`src/tft_pattern_consts.svh`:
```
`ifndef TFT_PATTERN_CONSTS_SVH
`define TFT_PATTERN_CONSTS_SVH

// horizontal timing, in pixel clocks
`define H_SYNC       1
`define H_BACK       45
`define H_ACTIVE     800
`define H_FRONT      210
`define H_TOTAL      (`H_SYNC + `H_BACK + `H_ACTIVE + `H_FRONT)
`define H_CNT_BITS   11    // holds 0..1055

// vertical timing, in lines
`define V_SYNC       1
`define V_BACK       22
`define V_ACTIVE     480
`define V_FRONT      22
`define V_TOTAL      (`V_SYNC + `V_BACK + `V_ACTIVE + `V_FRONT)
`define V_CNT_BITS   10    // holds 0..524

// block grid, 2 columns x 4 rows
`define GRID_COL_W   400
`define GRID_ROW_H   120

// vertical bars, 8 across the active width
`define BAR_W        100

// backlight pwm, period is 2**PWM_BITS clocks
`define PWM_BITS     8

// rgb565 colour codes
`define COLOR_BLACK  16'h0000
`define COLOR_BLUE   16'h001F
`define COLOR_RED    16'hF800
`define COLOR_PURPLE 16'hF81F
`define COLOR_GREEN  16'h07E0
`define COLOR_CYAN   16'h07FF
`define COLOR_YELLOW 16'hFFE0
`define COLOR_WHITE  16'hFFFF

`endif

```
`src/tft_pattern_pkg.sv`:
```
package tft_pattern_pkg;

	// one rgb565 pixel, red in the top bits
	typedef struct packed {
		logic [4:0] red;
		logic [5:0] green;
		logic [4:0] blue;
	} rgb565_t;

	// per-pixel timing from the raster counters
	typedef struct packed {
		logic [9:0] x;           // active-area column
		logic [8:0] y;           // active-area row
		logic       de;
		logic       hs;          // active low
		logic       vs;          // active low
		logic       frame_start; // first clock of a frame
	} tft_timing_t;

	// what actually goes to the panel pins
	typedef struct packed {
		rgb565_t rgb;
		logic    hs;
		logic    vs;
		logic    de;
	} tft_out_t;

	// code 2'b11 is unused and decodes as grid
	typedef enum logic [1:0] {
		MODE_GRID  = 2'd0,
		MODE_BARS  = 2'd1,
		MODE_SOLID = 2'd2
	} pattern_mode_t;

endpackage

```
`src/tft_timing.sv`:
```
`timescale 1ns/1ns
`include "tft_pattern_consts.svh"

module tft_timing import tft_pattern_pkg::*; (
	input  logic        clk,
	input  logic        reset,
	output tft_timing_t timing
);

	// first counter value inside the active area
	localparam logic [`H_CNT_BITS-1:0] H_DE_START = `H_SYNC + `H_BACK;
	localparam logic [`H_CNT_BITS-1:0] H_DE_END   = `H_SYNC + `H_BACK + `H_ACTIVE;
	localparam logic [`H_CNT_BITS-1:0] H_LAST     = `H_TOTAL - 1;
	localparam logic [`V_CNT_BITS-1:0] V_DE_START = `V_SYNC + `V_BACK;
	localparam logic [`V_CNT_BITS-1:0] V_DE_END   = `V_SYNC + `V_BACK + `V_ACTIVE;
	localparam logic [`V_CNT_BITS-1:0] V_LAST     = `V_TOTAL - 1;

	logic [`H_CNT_BITS-1:0] h_cnt;
	logic [`V_CNT_BITS-1:0] v_cnt;
	logic [`H_CNT_BITS-1:0] h_off;
	logic [`V_CNT_BITS-1:0] v_off;
	logic                   h_last;
	logic                   h_act;
	logic                   v_act;
	tft_timing_t            timing_next;

	assign h_last = (h_cnt == H_LAST);
	assign h_act  = (h_cnt >= H_DE_START) && (h_cnt < H_DE_END);
	assign v_act  = (v_cnt >= V_DE_START) && (v_cnt < V_DE_END);
	assign h_off  = h_cnt - H_DE_START; // only meaningful while h_act
	assign v_off  = v_cnt - V_DE_START;

	// raster counters, both start at zero so frame opens with sync
	always_ff @(posedge clk) begin
		if (reset) begin
			h_cnt <= '0;
			v_cnt <= '0;
		end else begin
			if (h_last) begin
				h_cnt <= '0;
				if (v_cnt == V_LAST)
					v_cnt <= '0;
				else
					v_cnt <= v_cnt + 1'b1;
			end else begin
				h_cnt <= h_cnt + 1'b1;
			end
		end
	end

	always_comb begin
		timing_next.x           = h_off[9:0];
		timing_next.y           = v_off[8:0];
		timing_next.de          = h_act && v_act;
		timing_next.hs          = !(h_cnt < `H_SYNC); // low during sync
		timing_next.vs          = !(v_cnt < `V_SYNC);
		timing_next.frame_start = (h_cnt == '0) && (v_cnt == '0);
	end

	always_ff @(posedge clk) begin
		if (reset) begin
			timing             <= '0;
			timing.hs          <= 1'b1; // syncs idle high
			timing.vs          <= 1'b1;
		end else begin
			timing <= timing_next;
		end
	end

endmodule

```
`src/tft_pattern_gen.sv`:
```
`timescale 1ns/1ns
`include "tft_pattern_consts.svh"

module tft_pattern_gen import tft_pattern_pkg::*; (
	input  logic          clk,
	input  logic          reset,
	input  tft_timing_t   timing,
	input  pattern_mode_t pattern_mode,
	input  rgb565_t       solid_color,
	output rgb565_t       pixel,
	output tft_timing_t   timing_d
);

	pattern_mode_t mode_q;     // mode for the current frame
	rgb565_t       solid_q;
	logic [1:0]    grid_row;
	logic          grid_col;
	logic [2:0]    bar_idx;
	rgb565_t       grid_color;
	rgb565_t       bar_color;
	rgb565_t       color;

	// frame-start latch keeps a frame to a single pattern
	always_ff @(posedge clk) begin
		if (reset)
			mode_q <= MODE_GRID;
		else if (timing.frame_start)
			mode_q <= pattern_mode;
	end

	always_ff @(posedge clk) begin
		if (timing.frame_start)
			solid_q <= solid_color;
	end

	// tile position by comparison
	always_comb begin
		grid_col = (timing.x >= `GRID_COL_W);
		if (timing.y < `GRID_ROW_H)
			grid_row = 2'd0;
		else if (timing.y < 2 * `GRID_ROW_H)
			grid_row = 2'd1;
		else if (timing.y < 3 * `GRID_ROW_H)
			grid_row = 2'd2;
		else
			grid_row = 2'd3;
	end

	always_comb begin
		case ({grid_row, grid_col})
			3'b000:  grid_color = `COLOR_BLACK;
			3'b001:  grid_color = `COLOR_BLUE;
			3'b010:  grid_color = `COLOR_RED;
			3'b011:  grid_color = `COLOR_PURPLE;
			3'b100:  grid_color = `COLOR_GREEN;
			3'b101:  grid_color = `COLOR_CYAN;
			3'b110:  grid_color = `COLOR_YELLOW;
			default: grid_color = `COLOR_WHITE;
		endcase
	end

	// bar index is x / BAR_W, done as a threshold scan
	always_comb begin
		bar_idx = 3'd0;
		for (int i = 1; i < 8; i++) begin
			if (timing.x >= i * `BAR_W)
				bar_idx = i[2:0];
		end
	end

	always_comb begin
		case (bar_idx)
			3'd0:    bar_color = `COLOR_WHITE;
			3'd1:    bar_color = `COLOR_YELLOW;
			3'd2:    bar_color = `COLOR_CYAN;
			3'd3:    bar_color = `COLOR_GREEN;
			3'd4:    bar_color = `COLOR_PURPLE;
			3'd5:    bar_color = `COLOR_RED;
			3'd6:    bar_color = `COLOR_BLUE;
			default: bar_color = `COLOR_BLACK;
		endcase
	end

	always_comb begin
		case (mode_q)
			MODE_BARS:  color = bar_color;
			MODE_SOLID: color = solid_q;
			default:    color = grid_color; // spare code too
		endcase
	end

	always_ff @(posedge clk) begin
		pixel <= color;
	end

	// timing follows the colour through the same stage
	always_ff @(posedge clk) begin
		if (reset) begin
			timing_d    <= '0;
			timing_d.hs <= 1'b1;
			timing_d.vs <= 1'b1;
		end else begin
			timing_d <= timing;
		end
	end

endmodule

```
`src/tft_ctrl.sv`:
```
`timescale 1ns/1ns
`include "tft_pattern_consts.svh"

module tft_ctrl import tft_pattern_pkg::*; (
	input  logic                 clk,
	input  logic                 reset,
	input  rgb565_t              pixel,
	input  tft_timing_t          timing_d,
	input  logic [`PWM_BITS-1:0] backlight_duty,
	output tft_out_t             tft,
	output logic                 tft_clk,
	output logic                 tft_pwm
);

	logic [`PWM_BITS-1:0] pwm_cnt;
	tft_out_t             tft_next;

	// blank outside the active area
	always_comb begin
		tft_next.rgb = timing_d.de ? pixel : rgb565_t'('0);
		tft_next.hs  = timing_d.hs;
		tft_next.vs  = timing_d.vs;
		tft_next.de  = timing_d.de;
	end

	// data and syncs leave on the same edge
	always_ff @(posedge clk) begin
		if (reset) begin
			tft.rgb <= '0;
			tft.hs  <= 1'b1;
			tft.vs  <= 1'b1;
			tft.de  <= 1'b0;
		end else begin
			tft <= tft_next;
		end
	end

	// free-running, wraps every 2**PWM_BITS clocks
	always_ff @(posedge clk) begin
		if (reset)
			pwm_cnt <= '0;
		else
			pwm_cnt <= pwm_cnt + 1'b1;
	end

	// each counter value appears once per period, so high time equals duty
	always_ff @(posedge clk) begin
		if (reset)
			tft_pwm <= 1'b0;
		else
			tft_pwm <= (pwm_cnt < backlight_duty);
	end

	assign tft_clk = ~clk; // panel samples on our falling edge

endmodule

```
`src/tft_pattern_top.sv`:
```
`timescale 1ns/1ns
`include "tft_pattern_consts.svh"

module tft_pattern_top import tft_pattern_pkg::*; (
	input  logic                 clk,
	input  logic                 reset,
	input  pattern_mode_t        pattern_mode,
	input  rgb565_t              solid_color,
	input  logic [`PWM_BITS-1:0] backlight_duty,
	output tft_out_t             tft,
	output logic                 tft_clk,
	output logic                 tft_pwm
);

	tft_timing_t timing;   // raster position, stage 0
	tft_timing_t timing_d; // aligned with pixel
	rgb565_t     pixel;

	tft_timing u_timing (
		.clk    (clk),
		.reset  (reset),
		.timing (timing)
	);

	tft_pattern_gen u_pattern_gen (
		.clk          (clk),
		.reset        (reset),
		.timing       (timing),
		.pattern_mode (pattern_mode),
		.solid_color  (solid_color),
		.pixel        (pixel),
		.timing_d     (timing_d)
	);

	tft_ctrl u_ctrl (
		.clk            (clk),
		.reset          (reset),
		.pixel          (pixel),
		.timing_d       (timing_d),
		.backlight_duty (backlight_duty),
		.tft            (tft),
		.tft_clk        (tft_clk),
		.tft_pwm        (tft_pwm)
	);

endmodule

```
`config.mk`:
```
export PLATFORM = sky130hd
export DESIGN_NAME = tft_pattern_top
export DESIGN_NICKNAME = d
export VERILOG_FILES = /design/src/tft_pattern_pkg.sv /design/src/tft_timing.sv /design/src/tft_pattern_gen.sv /design/src/tft_ctrl.sv /design/src/tft_pattern_top.sv
export VERILOG_INCLUDE_DIRS = /design/src
export SDC_FILE = /design/constraint.sdc
export NUM_CORES = 1
export LEC_CHECK = 0
export BUFFER_PORTS_ARGS = -buffer_cell sky130_fd_sc_hd__buf_2
export CAP_MARGIN = 20
export CORE_ASPECT_RATIO = 1.4
export CORE_MARGIN = 8
export CORE_UTILIZATION = 40
export DETAILED_ROUTE_END_ITERATION = 12
export PLACE_DENSITY_LB_ADDON = 0.08
export SYNTH_ARGS = -nofsm -noshare
export SYNTH_HDL_FRONTEND = slang
export SYNTH_SLANG_ARGS = --single-unit
```
`constraint.sdc`:
```
create_clock -name clk -period 2 [get_ports clk]
set_input_delay 0.1 -clock clk [delete_from_list [all_inputs] [get_ports clk]]
set_output_delay 0.1 -clock clk [all_outputs]
set_load 0.02 [all_outputs]
```
==> results of run 1 <==
cell usage after synthesis (2+ instances only):
cell type  number  share of area, %
nor3_1          8              0.96
buf_6           2              0.54
o31ai_1         2              0.36
mux2i_1         2              0.48
dfxtp_1        88                42
xnor2_1        12               2.5
or2_2           6              0.90
edfxtp_1       16                11
and4_1          2              0.42
a21oi_1        24               2.9
and3_1          6              0.90
clkbuf_1       12               1.1
a41o_1          3              0.72
xor2_1         17               3.6
and2_1         18               2.7
inv_1          20               1.8
buf_2           7              0.84
nand2_1        30               2.7
a211oi_1        2              0.36
a31oi_1         3              0.45
a21o_1          3              0.54
nor2b_1         7               1.0
nand2b_1        3              0.45
nor3b_1         2              0.36
nor2_1         44               3.9
nand3_1        18               2.2
o21ai_0        17               2.0
ha_1           18               5.4
nor3_2          2              0.48
or3_1           6              0.90
nand4_1         6              0.90
logic make-up after synthesis:
| family | after synthesis | share of synthesized area [%] |
|---|---|---|
| AOI/OAI and AO/OA | 63 | 9.238 |
| xor gates and xnor gates | 29 | 6.069 |
| adders and majority gates | 18 | 5.381 |
| buffers and inverters | 42 | 4.424 |
| DFF | 104 | 53.57 |
| muxes | 2 | 0.4783 |
| and+or+nand+nor | 167 | 20.84 |
cell type report:
type	instances	share of cell area, %
clock buffer	11	4.684
clock inverter	7	1.378
inverter	19	1.428
multi-input combinational	279	35.20
sequential	104	44.89
tap	138	3.457
timing repair buffer	70	8.968
sequential cells by signal, summed over array words and instances (netlist names):
register,count
u_pattern_gen.timing_d,3
u_ctrl.tft_pwm,1
u_timing.timing,18
u_timing.h_cnt,11
u_pattern_gen.mode_q,2
u_timing.v_cnt,10
u_pattern_gen.solid_q,16
u_ctrl.pwm_cnt,8
u_ctrl.tft,19
u_pattern_gen.pixel,16
critical path, delay by kind of cell (launching register included):
| family | cells | cell delay [ns] |
|---|---|---|
| xor+xnor | 1 | 0.16 |
| fa+ha+maj | 1 | 0.23 |
| simple gates | 4 | 0.92 |
| flops | 1 | 0.42 |
cells in the final DEF, fill, tap and decap left out, types with 2 or more instances in the layout:
master         count
inv_6              2
nor2_1            44
inv_1             20
a21o_1             3
or2_2              6
mux2i_1            2
buf_4              7
nand2b_1           3
nand2_1           30
a41o_1             3
a21oi_1           24
nor2b_1            7
or3_1              6
clkbuf_16          9
xnor2_1           12
nor3_2             2
nand3_1           18
xor2_1            17
and4_1             2
buf_2             48
a211oi_1           2
and3_1             6
o31ai_1            2
nor3_1             8
edfxtp_1          16
dfxtp_1           88
a31oi_1            3
dlygate4sd3_1     16
nor3b_1            2
o21ai_0           17
nand4_1            6
ha_1              18
and2_1            18
per-stage QoR:
| step | utilization (%) | power, mW | hold WS [ns] | cells | worst slack [ns] |
|---|---|---|---|---|---|
| CTS | 48.52 | 4.413 | 0.01651 | 628 | 0.1575 |
| finish | 48.52 | 4.344 | 0.01894 | 628 | 0.1556 |
| global route | 48.52 | 4.556 | 0.05702 | 628 | 0.003831 |
| global placement | 44.11 | 2.643 | 0.2552 | 596 | 0.2389 |
| floorplan | - | 2.530 | 0.1766 | 425 | 0.3937 |
| detailed placement | 44.11 | 2.647 | 0.2552 | 596 | 0.1750 |
how the worst min path moves through the flow:
stage | from | cells after the start | slack [ns] | to
2_1_floorplan | clk | 1 | 0.18 | tft_clk
3_3_place_gp | clk | 2 | 0.26 | tft_clk
3_5_place_dp | clk | 2 | 0.26 | tft_clk
4_1_cts | pattern_mode[1] | 3 | 0.02 | u_pattern_gen.mode_q[1]$_SDFFE_PP0P_
5_1_grt | pattern_mode[0] | 3 | 0.06 | u_pattern_gen.mode_q[0]$_SDFFE_PP0P_
6_report | pattern_mode[1] | 3 | 0.02 | u_pattern_gen.mode_q[1]$_SDFFE_PP0P_
where the power goes:
group	switching (mW)	internal (mW)	total [mW]
clock network	0.786	0.992	1.78
registers	0.0474	2.24	2.29
logic	0.146	0.132	0.278
layer usage:
metal  GRT usage [%]  share of wire [%]  vias to the layer above
li1                -                  -                     1561
met1           14.09                 45                     1321
met2           20.13                 48                       42
met3           3.157                5.3                       14
met4           5.405                1.8                        0
met5               0                  0                        -
==> metrics.md, run 1 <==
| Metric | Value |
|---|---|
| DR vias | 2938 |
| H-tree levels | 3 |
| Layout Cell Area excl Fill | 0.004995 sq mm |
| Critical path required time | 2.23 ns |
| Netlist cell types | 50 |
| CTS tree | built |
| PostCTS Resize Cnt | 0 |
| Die Area | 0.01404 sq mm |
| Crit-path most repeated cell | and4_1 |
| Clk Latency, worst-skew pair | 0.34 ns |
| Cell Pwr Density | 869.7 mW/mm^2 |
| Ys async rst share | 0% |
| Critical-path cell list | ha_1 > and4_1 > and4_1 > nand4_1 > xor2_1 > nor2_1 |
| Slew Limit Fails | 0 |
| Initial antenna violation count | 0 |
| Pre-Repair DR Iteration Count | 4 |
| RR Startpoint | u_timing.h_cnt[0]$_SDFF_PP0_ |
| First-pass GRT wire length | 13380 microns |
| CTS buffer count | 9 |
| Port bufs | 48 |
| Syn Inst Count | 425 |
| Status | complete, no violations |
| Setup TNS Final | 0 ns |
| Largest net degree at the start of global routing | 29 |
| Clk_skew | 0.005298 ns |
| Worst VDD drop | 0.0004431 V |
| Fmax | 542.2 MHz |
| Antenna viol nets, final | 0 |
| Routability Congestion | 0.7836 |
| Core area | 0.01029 sq mm |
| Setup Buffers After CTS | 0 |
| Hold bufs inserted after CTS | 16 |
| RSZ-0062 raised after global routing | false |
| P&R area growth vs syn | 19.34% |
| Area post-placement | 0.004541 sq mm |
| Grt total ovfl | 0 |
| DRC | 0 |
| Syn avg cell area | 9.848 sq um |
| Cell area after synthesis | 0.004185 sq mm |
| GRT Total Usage | 12.08% |
| Layout cells sized above 1 | 16.12% |
| Synthesized flop and latch total | 104 |
| Die Span X | 102.5 microns |
| Vias per cell | 4.678 |
| Crit-path slowest cell | dfxtp_1 |
| Setup Viol. Count Final | 0 |
| Post-DP HPWL | 5658 microns |
| Sequential cell area | 0.002242 sq mm |
| DIE HEIGHT | 137.0 microns |
| Final worst path period need | 1.844 ns |
| Worst Max-Slew Pin Slew | 0.7708 ns |
| Final-stage net count | 531 |
| Synth Warn # | 0 |
| Worst min path class | input pin to flop |
| Worst Setup EP | u_timing.v_cnt[6]$_SDFFE_PP0P_ |
| CP peak stage delay | 0.42 ns |
| Syn Nets | 471 |
| Critical path type | flop to flop |
| Final hold violation count | 0 |
| Starting Density | 40.65% |
| Routed WL | 7847 microns |
| DR WL/cell | 12.50 microns |
| CTS clk-pin slew, worst paths | 0.07 ns |
| Vias in the first global route | 2892 |
| Filler cell count | 1017 |
| Critical Path Start | u_timing.h_cnt[0]$_SDFF_PP0_ |
| Reg-to-reg endpoint | u_timing.v_cnt[6]$_SDFFE_PP0P_ |
| # rows | 44 |
| Worst setup EP type | flop |
| Clock Tree Root | clkbuf_16 |
| R2r worst-path depth | 6 |
| Max-Slew Margin vs Limit | 48.50% |
| P_leak | 2.155 nW |
| # IOs | 49 |
| Flop2flop setup slack | 0.16 ns |
| Post-synthesis sequential area ratio | 53.57% |
| Crit path launch type | flop |
| CP Max Fanout | 7 |
| Max Cap Viol | 0 |
| Number of DRC markers in iteration 0 | 80 |
| Crit path DAT | 2.07 ns |
| Number of synthesized flops with an enable pin | 16 |
| Clock Tree Buf Depth | 2 |
| Primary FF master, synth | dfxtp_1 |
| Crit share post-route | 92.22% |
| Area of the multi-input gates | 0.001758 sq mm |
| Antenna cells | 0 |
No activity file was read; power rests on OpenSTA's default activity.
==> run 2: changes to the inputs <==
--- a/config.mk
+++ b/config.mk
@@ -8,11 +8,12 @@
 export LEC_CHECK = 0
 export BUFFER_PORTS_ARGS = -buffer_cell sky130_fd_sc_hd__buf_2
 export CAP_MARGIN = 20
-export CORE_ASPECT_RATIO = 1.4
+export CORE_ASPECT_RATIO = 1.1
 export CORE_MARGIN = 8
 export CORE_UTILIZATION = 40
 export DETAILED_ROUTE_END_ITERATION = 12
 export PLACE_DENSITY_LB_ADDON = 0.08
+export SKIP_LAST_GASP = 1
 export SYNTH_ARGS = -nofsm -noshare
 export SYNTH_HDL_FRONTEND = slang
 export SYNTH_SLANG_ARGS = --single-unit
==> run 2 against run 1 <==
  * Maximum frequency increased by 1.9%
  * Sequential share of layout area is 0.17 points lower
  * Worst hold slack better by 0.011 ns
  * Largest cell class unchanged
  * Largest power group unchanged
  * Highest routed layer unchanged
==> metrics.md, run 2 (synthesis results as in run 1) <==
| Metric | Value |
|---|---|
| Post-DP HPWL | 5639 microns (-0.32%) |
| Final worst path period need | 1.811 ns (-0.03373 ns) |
| Commonest non-fill, non-tap cell in the layout | dfxtp_1 |
| Worst VDD drop | 0.0003755 V (-15%) |
| First-pass GRT wire length | 13140 microns (-1.8%) |
| Setup TNS Final | 0 ns (unchanged) |
| Max Cap Viol | 0 (unchanged) |
| Clk_skew | 0.008543 ns (+0.003245 ns) |
| Worst setup EP type | flop |
| Starting Density | 40.65% (about the same) |
| Crit share post-route | 90.53% (-1.7 points) |
| # IOs | 49 (unchanged) |
| P&R area growth vs syn | 19.79% |
| Worst min path class | input pin to flop |
| Status | complete, no violations |
| Core area | 0.01030 sq mm (about the same) |
| Cell Pwr Density | 883.8 mW/mm^2 (+1.6%) |
| Max-Slew Margin vs Limit | 41.38% (-7.1 points) |
| Min-Delay Startpoint | pattern_mode[1] |
| Clock Tree Buf Depth | 2 (unchanged) |
| Max reg flops | 19 (unchanged) |
| DIE HEIGHT | 123.3 microns (-10%) |
| H-tree levels | 3 (unchanged) |
| Number of DRC markers in iteration 0 | 99 (+24%) |
| Final hold violation count | 0 (unchanged) |
| Final-stage net count | 530 (-0.19%) |
| P_leak | 2.160 nW (+0.23%) |
| Largest regs | u_ctrl.tft (19), u_timing.timing (18) |
| Worst Max-Slew Pin Slew | 0.8774 ns (+0.1066 ns) |
| Routability Congestion | 0.7606 (-2.9%) |
| RSZ-0062 raised after global routing | false |
| Area post-placement | 0.004539 sq mm (about the same) |
| Pre-Repair DR Iteration Count | 4 (unchanged) |
| Critical path type | flop to flop |
| Commonest non-fill, non-tap cells in the layout | 88 x dfxtp_1, 48 x buf_2, 44 x nor2_1 |
| Layout Cell Area excl Fill | 0.005014 sq mm (+0.38%) |
| Routed WL | 7901 microns (+0.69%) |
| Grt total ovfl | 0 (unchanged) |
| Non-filler cells, final | 632 (+0.64%) |
| RR Startpoint | u_timing.h_cnt[0]$_SDFF_PP0_ |
| Port bufs | 48 (unchanged) |
| Crit path DAT | 2.09 ns (+0.02 ns) |
| Antenna cells | 0 (unchanged) |
| CTS buffer count | 9 (unchanged) |
| Die Area | 0.01400 sq mm (-0.30%) |
| Critical Path Start | u_timing.h_cnt[0]$_SDFF_PP0_ |
| DR WL/cell | 12.50 microns (about the same) |
| Vias per cell | 4.639 (-0.84%) |
| CTS clk-pin slew, worst paths | 0.07 ns (about the same) |
| Antenna viol nets, final | 0 (unchanged) |
| Placed cells | 600 (+0.67%) |
| Clock Tree Root | clkbuf_16 |
| Biggest register | u_ctrl.tft |
| Vias in the first global route | 2762 (-4.5%) |
| GRT Total Usage | 11.83% (-0.25 points) |
| Crit path launch type | flop |
| Clk Latency, worst-skew pair | 0.35 ns (about the same) |
| Critical path required time | 2.27 ns (+0.04 ns) |
| Slew Limit Fails | 0 (unchanged) |
| DR vias | 2932 (-0.20%) |
| Fmax | 552.3 MHz (+1.9%) |
| CP Max Fanout | 10 (+3) |
| Setup Viol. Count Final | 0 (unchanged) |
| Layout cells sized above 1 | 16.56% (+0.44 points) |
| Largest net degree at the start of global routing | 35 (+21%) |
| Die Span X | 113.5 microns (+11%) |
| # rows | 39 (-11%) |
| CTS tree | built |
| DRC | 0 (unchanged) |
| Initial antenna violation count | 0 (unchanged) |
## run 2: cell type report
cell class                      count  area [sq um]
Sequential cell                   104          2242
Inverter                           19         71.32
Multi-Input combinational cell    279          1759
Tap cell                          143         178.9
Clock buffer                       11         244.0
Timing Repair Buffer               69         440.4
Fill cell                         983          5283
Clock inverter                      7         77.57
## run 2: path summary, 6_finish.rpt
| path | to | slack [ns] | depth (start not counted) |
|---|---|---|---|
| max | u_timing.v_cnt[5]$_SDFFE_PP0P_ | 0.19 | 5 |
| min | u_pattern_gen.mode_q[1]$_SDFFE_PP0P_ | 0.03 | 3 |
| max reg2reg | u_timing.v_cnt[5]$_SDFFE_PP0P_ | 0.19 | 5 |
| min reg2reg | u_ctrl.tft[1]$_SDFF_PP1_ | 0.41 | 1 |
## run 2: layer usage
metal / global-route usage (%) / share of wire [%] / routed length [microns]
met1: 14.48 / 48 / 3798
met2: 18.91 / 45 / 3528
met3: 2.882 / 5.3 / 417
met4: 6.500 / 2.0 / 156
met5: 0 / 0 / 0
## run 2: what timing repair did
item                                   in CTS  in global routing
buffers inserted                            0                  0
endpoints found under the hold margin      16                  0
setup endpoints to repair                   0                  1
resized for setup                           0                  1
hold buffers                               16                  0
## run 2: where the power goes
group	switching (mW)	internal, mW
Clock	0.829	1.04
Sequential	0.0523	2.24
Combinational	0.142	0.129
Total	1.02	3.41
## run 2: critical path, cell delays in order (launching register included)
cell and delay [ns]:
dfxtp_1 0.43, ha_1 0.24, and4_1 0.34, nand4_4 0.21, or3_1 0.39, a21oi_1 0.14
## run 2: through the flow
stage | hold WS, ns | worst slack [ns] | util, % | power [mW]
4_1_cts | 0.01989 | 0.1337 | 48.68 | 4.502
5_1_grt | 0.05977 | 0.04169 | 48.69 | 4.627
3_5_place_dp | 0.2552 | 0.1595 | 44.09 | 2.643
6_report | 0.02980 | 0.1894 | 48.69 | 4.431
3_3_place_gp | 0.2552 | 0.2127 | 44.09 | 2.641
2_1_floorplan | 0.1766 | 0.3937 | - | 2.530
==> run 3: changes to the inputs <==
--- a/config.mk
+++ b/config.mk
@@ -6,7 +6,7 @@
 export SDC_FILE = /design/constraint.sdc
 export NUM_CORES = 1
 export LEC_CHECK = 0
-export BUFFER_PORTS_ARGS = -buffer_cell sky130_fd_sc_hd__buf_2
+export BUFFER_PORTS_ARGS = -buffer_cell sky130_fd_sc_hd__buf_4
 export CAP_MARGIN = 20
 export CORE_ASPECT_RATIO = 1.1
 export CORE_MARGIN = 8
==> run 3 against run 2 <==
  * Final cell count decreased by 0.32%
  * Sequential cell count did not move
  * Combinational power rose by 4%
  * Sequential share of layout area decreased by 0.78 points
  * Utilization increased by 0.86 points
  * Setup slack got worse by 0.0028 ns
  * Clock skew decreased by 0.0041 ns
  * First-iteration DRC count down 1.0%
  * Die area is the same
  * Wire length is 2.7% higher
  * Non-clock buffer count is 2 lower
  * Largest cell class unchanged
  * Highest routed layer unchanged
==> metrics.md, run 3 (synthesis results as in run 1) <==
| Metric | Value |
|---|---|
| Status | complete, no violations |
| Worst min path class | input pin to flop |
| Crit share post-route | 90.67% (+0.14 points) |
| Min-Delay Startpoint | pattern_mode[1] |
| Die Area | 0.01400 sq mm (unchanged) |
| Post-DP HPWL | 5670 microns (+0.54%) |
| Crit path DAT | 2.09 ns (about the same) |
| CP Max Fanout | 10 (unchanged) |
| Sw Share | 22.34% (-0.75 points) |
| Number of DRC markers in iteration 0 | 98 (-1.0%) |
| WP buf/inv | 0 (unchanged) |
| RSZ-0062 raised after global routing | false |
| Commonest non-fill, non-tap cells in the layout | 88 x dfxtp_1, 52 x buf_4, 44 x nor2_1 |
| Final hold violation count | 0 (unchanged) |
| Internal power | 3.407 mW (about the same) |
| Max reg flops | 19 (unchanged) |
| DR WL/cell | 12.88 microns (+3.0%) |
| Critical-path cell list | ha_1 > and4_1 > nand4_4 > or3_1 > a21oi_1 |
| Cell Pwr Density | 859.9 mW/mm^2 (-2.7%) |
| Comb pwr share | 6.4% (+0.3 points) |
| Crit-path slowest cell | dfxtp_1 |
| Worst setup EP type | flop |
| DR vias | 2933 (+0.034%) |
| GRT Total Usage | 12.20% (+0.37 points) |
| Clk Latency, worst-skew pair | 0.34 ns (about the same) |
| Worst VDD drop | 0.0003649 V (-2.8%) |
| Vias in the first global route | 2775 (+0.47%) |
| Flop2flop setup slack | 0.19 ns (about the same) |
| Final worst path period need | 1.813 ns (+0.002773 ns) |
| Critical path required time | 2.28 ns (about the same) |
| Placed cells | 598 (-0.33%) |
| Initial antenna violation count | 0 (unchanged) |
| Layout Cell Area excl Fill | 0.005102 sq mm (+1.8%) |
| Routability Congestion | 0.7487 (-1.6%) |
| Setup TNS Final | 0 ns (unchanged) |
| Worst Max-Slew Pin Slew | 0.7914 ns (-0.08608 ns) |
| Clock Tree Buf Depth | 2 (unchanged) |
| Slew Limit Fails | 0 (unchanged) |
| Max Cap Viol | 0 (unchanged) |
| Grt total ovfl | 0 (unchanged) |
| Crit path launch type | flop |
| Critical path type | flop to flop |
| Non-filler cells, final | 630 (-0.32%) |
| CP peak stage delay | 0.44 ns (about the same) |
| Routed WL | 8116 microns (+2.7%) |
| Filler cell count | 981 (-0.20%) |
| Largest regs | u_ctrl.tft (19), u_timing.timing (18) |
| Final-stage net count | 528 (-0.38%) |
| Die Span X | 113.5 microns (unchanged) |
| CTS tree | built |
| Starting Density | 40.65% (unchanged) |
| # IOs | 49 (unchanged) |
| Top delay family on crit path | simple AND/OR/NAND/NOR gates |
| DRC | 0 (unchanged) |
| Port bufs | 48 (unchanged) |
| Pre-Repair DR Iteration Count | 4 (unchanged) |
| Antenna viol nets, final | 0 (unchanged) |
| Vias per cell | 4.656 (+0.35%) |
| P_leak | 2.167 nW (+0.31%) |
| Design Power | 4.387 mW (-0.99%) |
| Antenna cells | 0 (unchanged) |
| Layout cells sized above 1 | 16.22% (-0.34 points) |
| Largest net degree at the start of global routing | 40 (+14%) |
| Area post-placement | 0.004644 sq mm (+2.3%) |
| Clk_skew | 0.004480 ns (-0.004062 ns) |
| DIE HEIGHT | 123.3 microns (unchanged) |
| Clock share of power | 41.1% (-1.1 points) |
| Setup Viol. Count Final | 0 (unchanged) |
| Max-Slew Margin vs Limit | 47.13% (+5.8 points) |
| First-pass GRT wire length | 13420 microns (+2.2%) |
| Critical Path Start | u_timing.h_cnt[0]$_SDFF_PP0_ |
| Biggest register | u_ctrl.tft |
| CTS clk-pin slew, worst paths | 0.07 ns (about the same) |
| P&R area growth vs syn | 21.91% |
| Clock Tree Root | clkbuf_16 |
| H-tree levels | 3 (unchanged) |
| Setup Buffers After CTS | 0 (unchanged) |
| CTS buffer count | 9 (unchanged) |
| Core area | 0.01030 sq mm (unchanged) |
| Final core occ | 49.56% (+0.86 points) |
| Fmax | 551.4 MHz (-0.15%) |
| RR Startpoint | u_timing.h_cnt[0]$_SDFF_PP0_ |
| # rows | 39 (unchanged) |
| Commonest non-fill, non-tap cell in the layout | dfxtp_1 |
| Seq pwr share | 52.4% (+0.7 points) |
| Psw | 0.9803 mW (-4.2%) |
run 3: cell count changes in the layout (fill, tap and decap cells not counted), sizes merged:
cell / before / now
buf: 54 / 52
clkinv: 2 / 3
clkinvlp: 0 / 2
inv: 23 / 20
run 3: repair_timing:
action | CTS | global route
setup endpoints to repair | 0 | 2
hold endpoints to repair | 16 | 0
resized for setup | 0 | 1
hold buffers | 16 | 0
run 3: through the flow:
step | worst slack, ns | hold WS [ns]
4_1_cts | 0.1479 | 0.006411
5_1_grt | 0.04010 | 0.02453
6_report | 0.1866 | 0.008774
3_3_place_gp | 0.2343 | 0.2573
3_5_place_dp | 0.1692 | 0.2573
2_1_floorplan | 0.3937 | 0.1766
run 3: power by group through the flow:
stage | Combinational (mW) | Sequential, mW | Clock (mW)
after floorplan | 0.159 | 2.34 | 0.0358
after global placement | 0.259 | 2.35 | 0.0658
after detailed placement | 0.262 | 2.35 | 0.0658
after CTS | 0.289 | 2.30 | 1.86
after global routing | 0.322 | 2.31 | 1.95
final | 0.282 | 2.30 | 1.81
run 3: path summary, 6_finish.rpt:
| check | to | depth (start not counted) |
|---|---|---|
| worst min register to register | u_ctrl.tft[1]$_SDFF_PP1_ | 1 |
| worst max register to register | u_timing.v_cnt[5]$_SDFFE_PP0P_ | 5 |
| worst max-delay path | u_timing.v_cnt[5]$_SDFFE_PP0P_ | 5 |
| worst min-delay path | u_pattern_gen.mode_q[1]$_SDFFE_PP0P_ | 3 |
run 3: cell type report:
cell class                 count  area [sq um]  area share, %
clock inverter                 7         61.31          1.202
clock buffer                  11         246.5          4.831
inverter                      19         71.32          1.398
timing repair buffer          67         543.0          10.64
tap                          143         178.9          3.507
multi-input combinational    279          1759          34.48
sequential                   104          2242          43.94
run 3: tightest hold or removal path, cell delays in order:
cell     delay (ns)
buf_4          0.09
mux2i_1        0.06
nor2_1         0.07
run 3: routing by layer:
layer | vias to the layer above | wire length [microns] | global-route usage [%]
met5 | - | 0 | 0
met4 | 0 | 138 | 5.500
met3 | 10 | 411 | 4.104
met2 | 43 | 3688 | 19.21
met1 | 1331 | 3877 | 14.92
li1 | 1549 | - | -
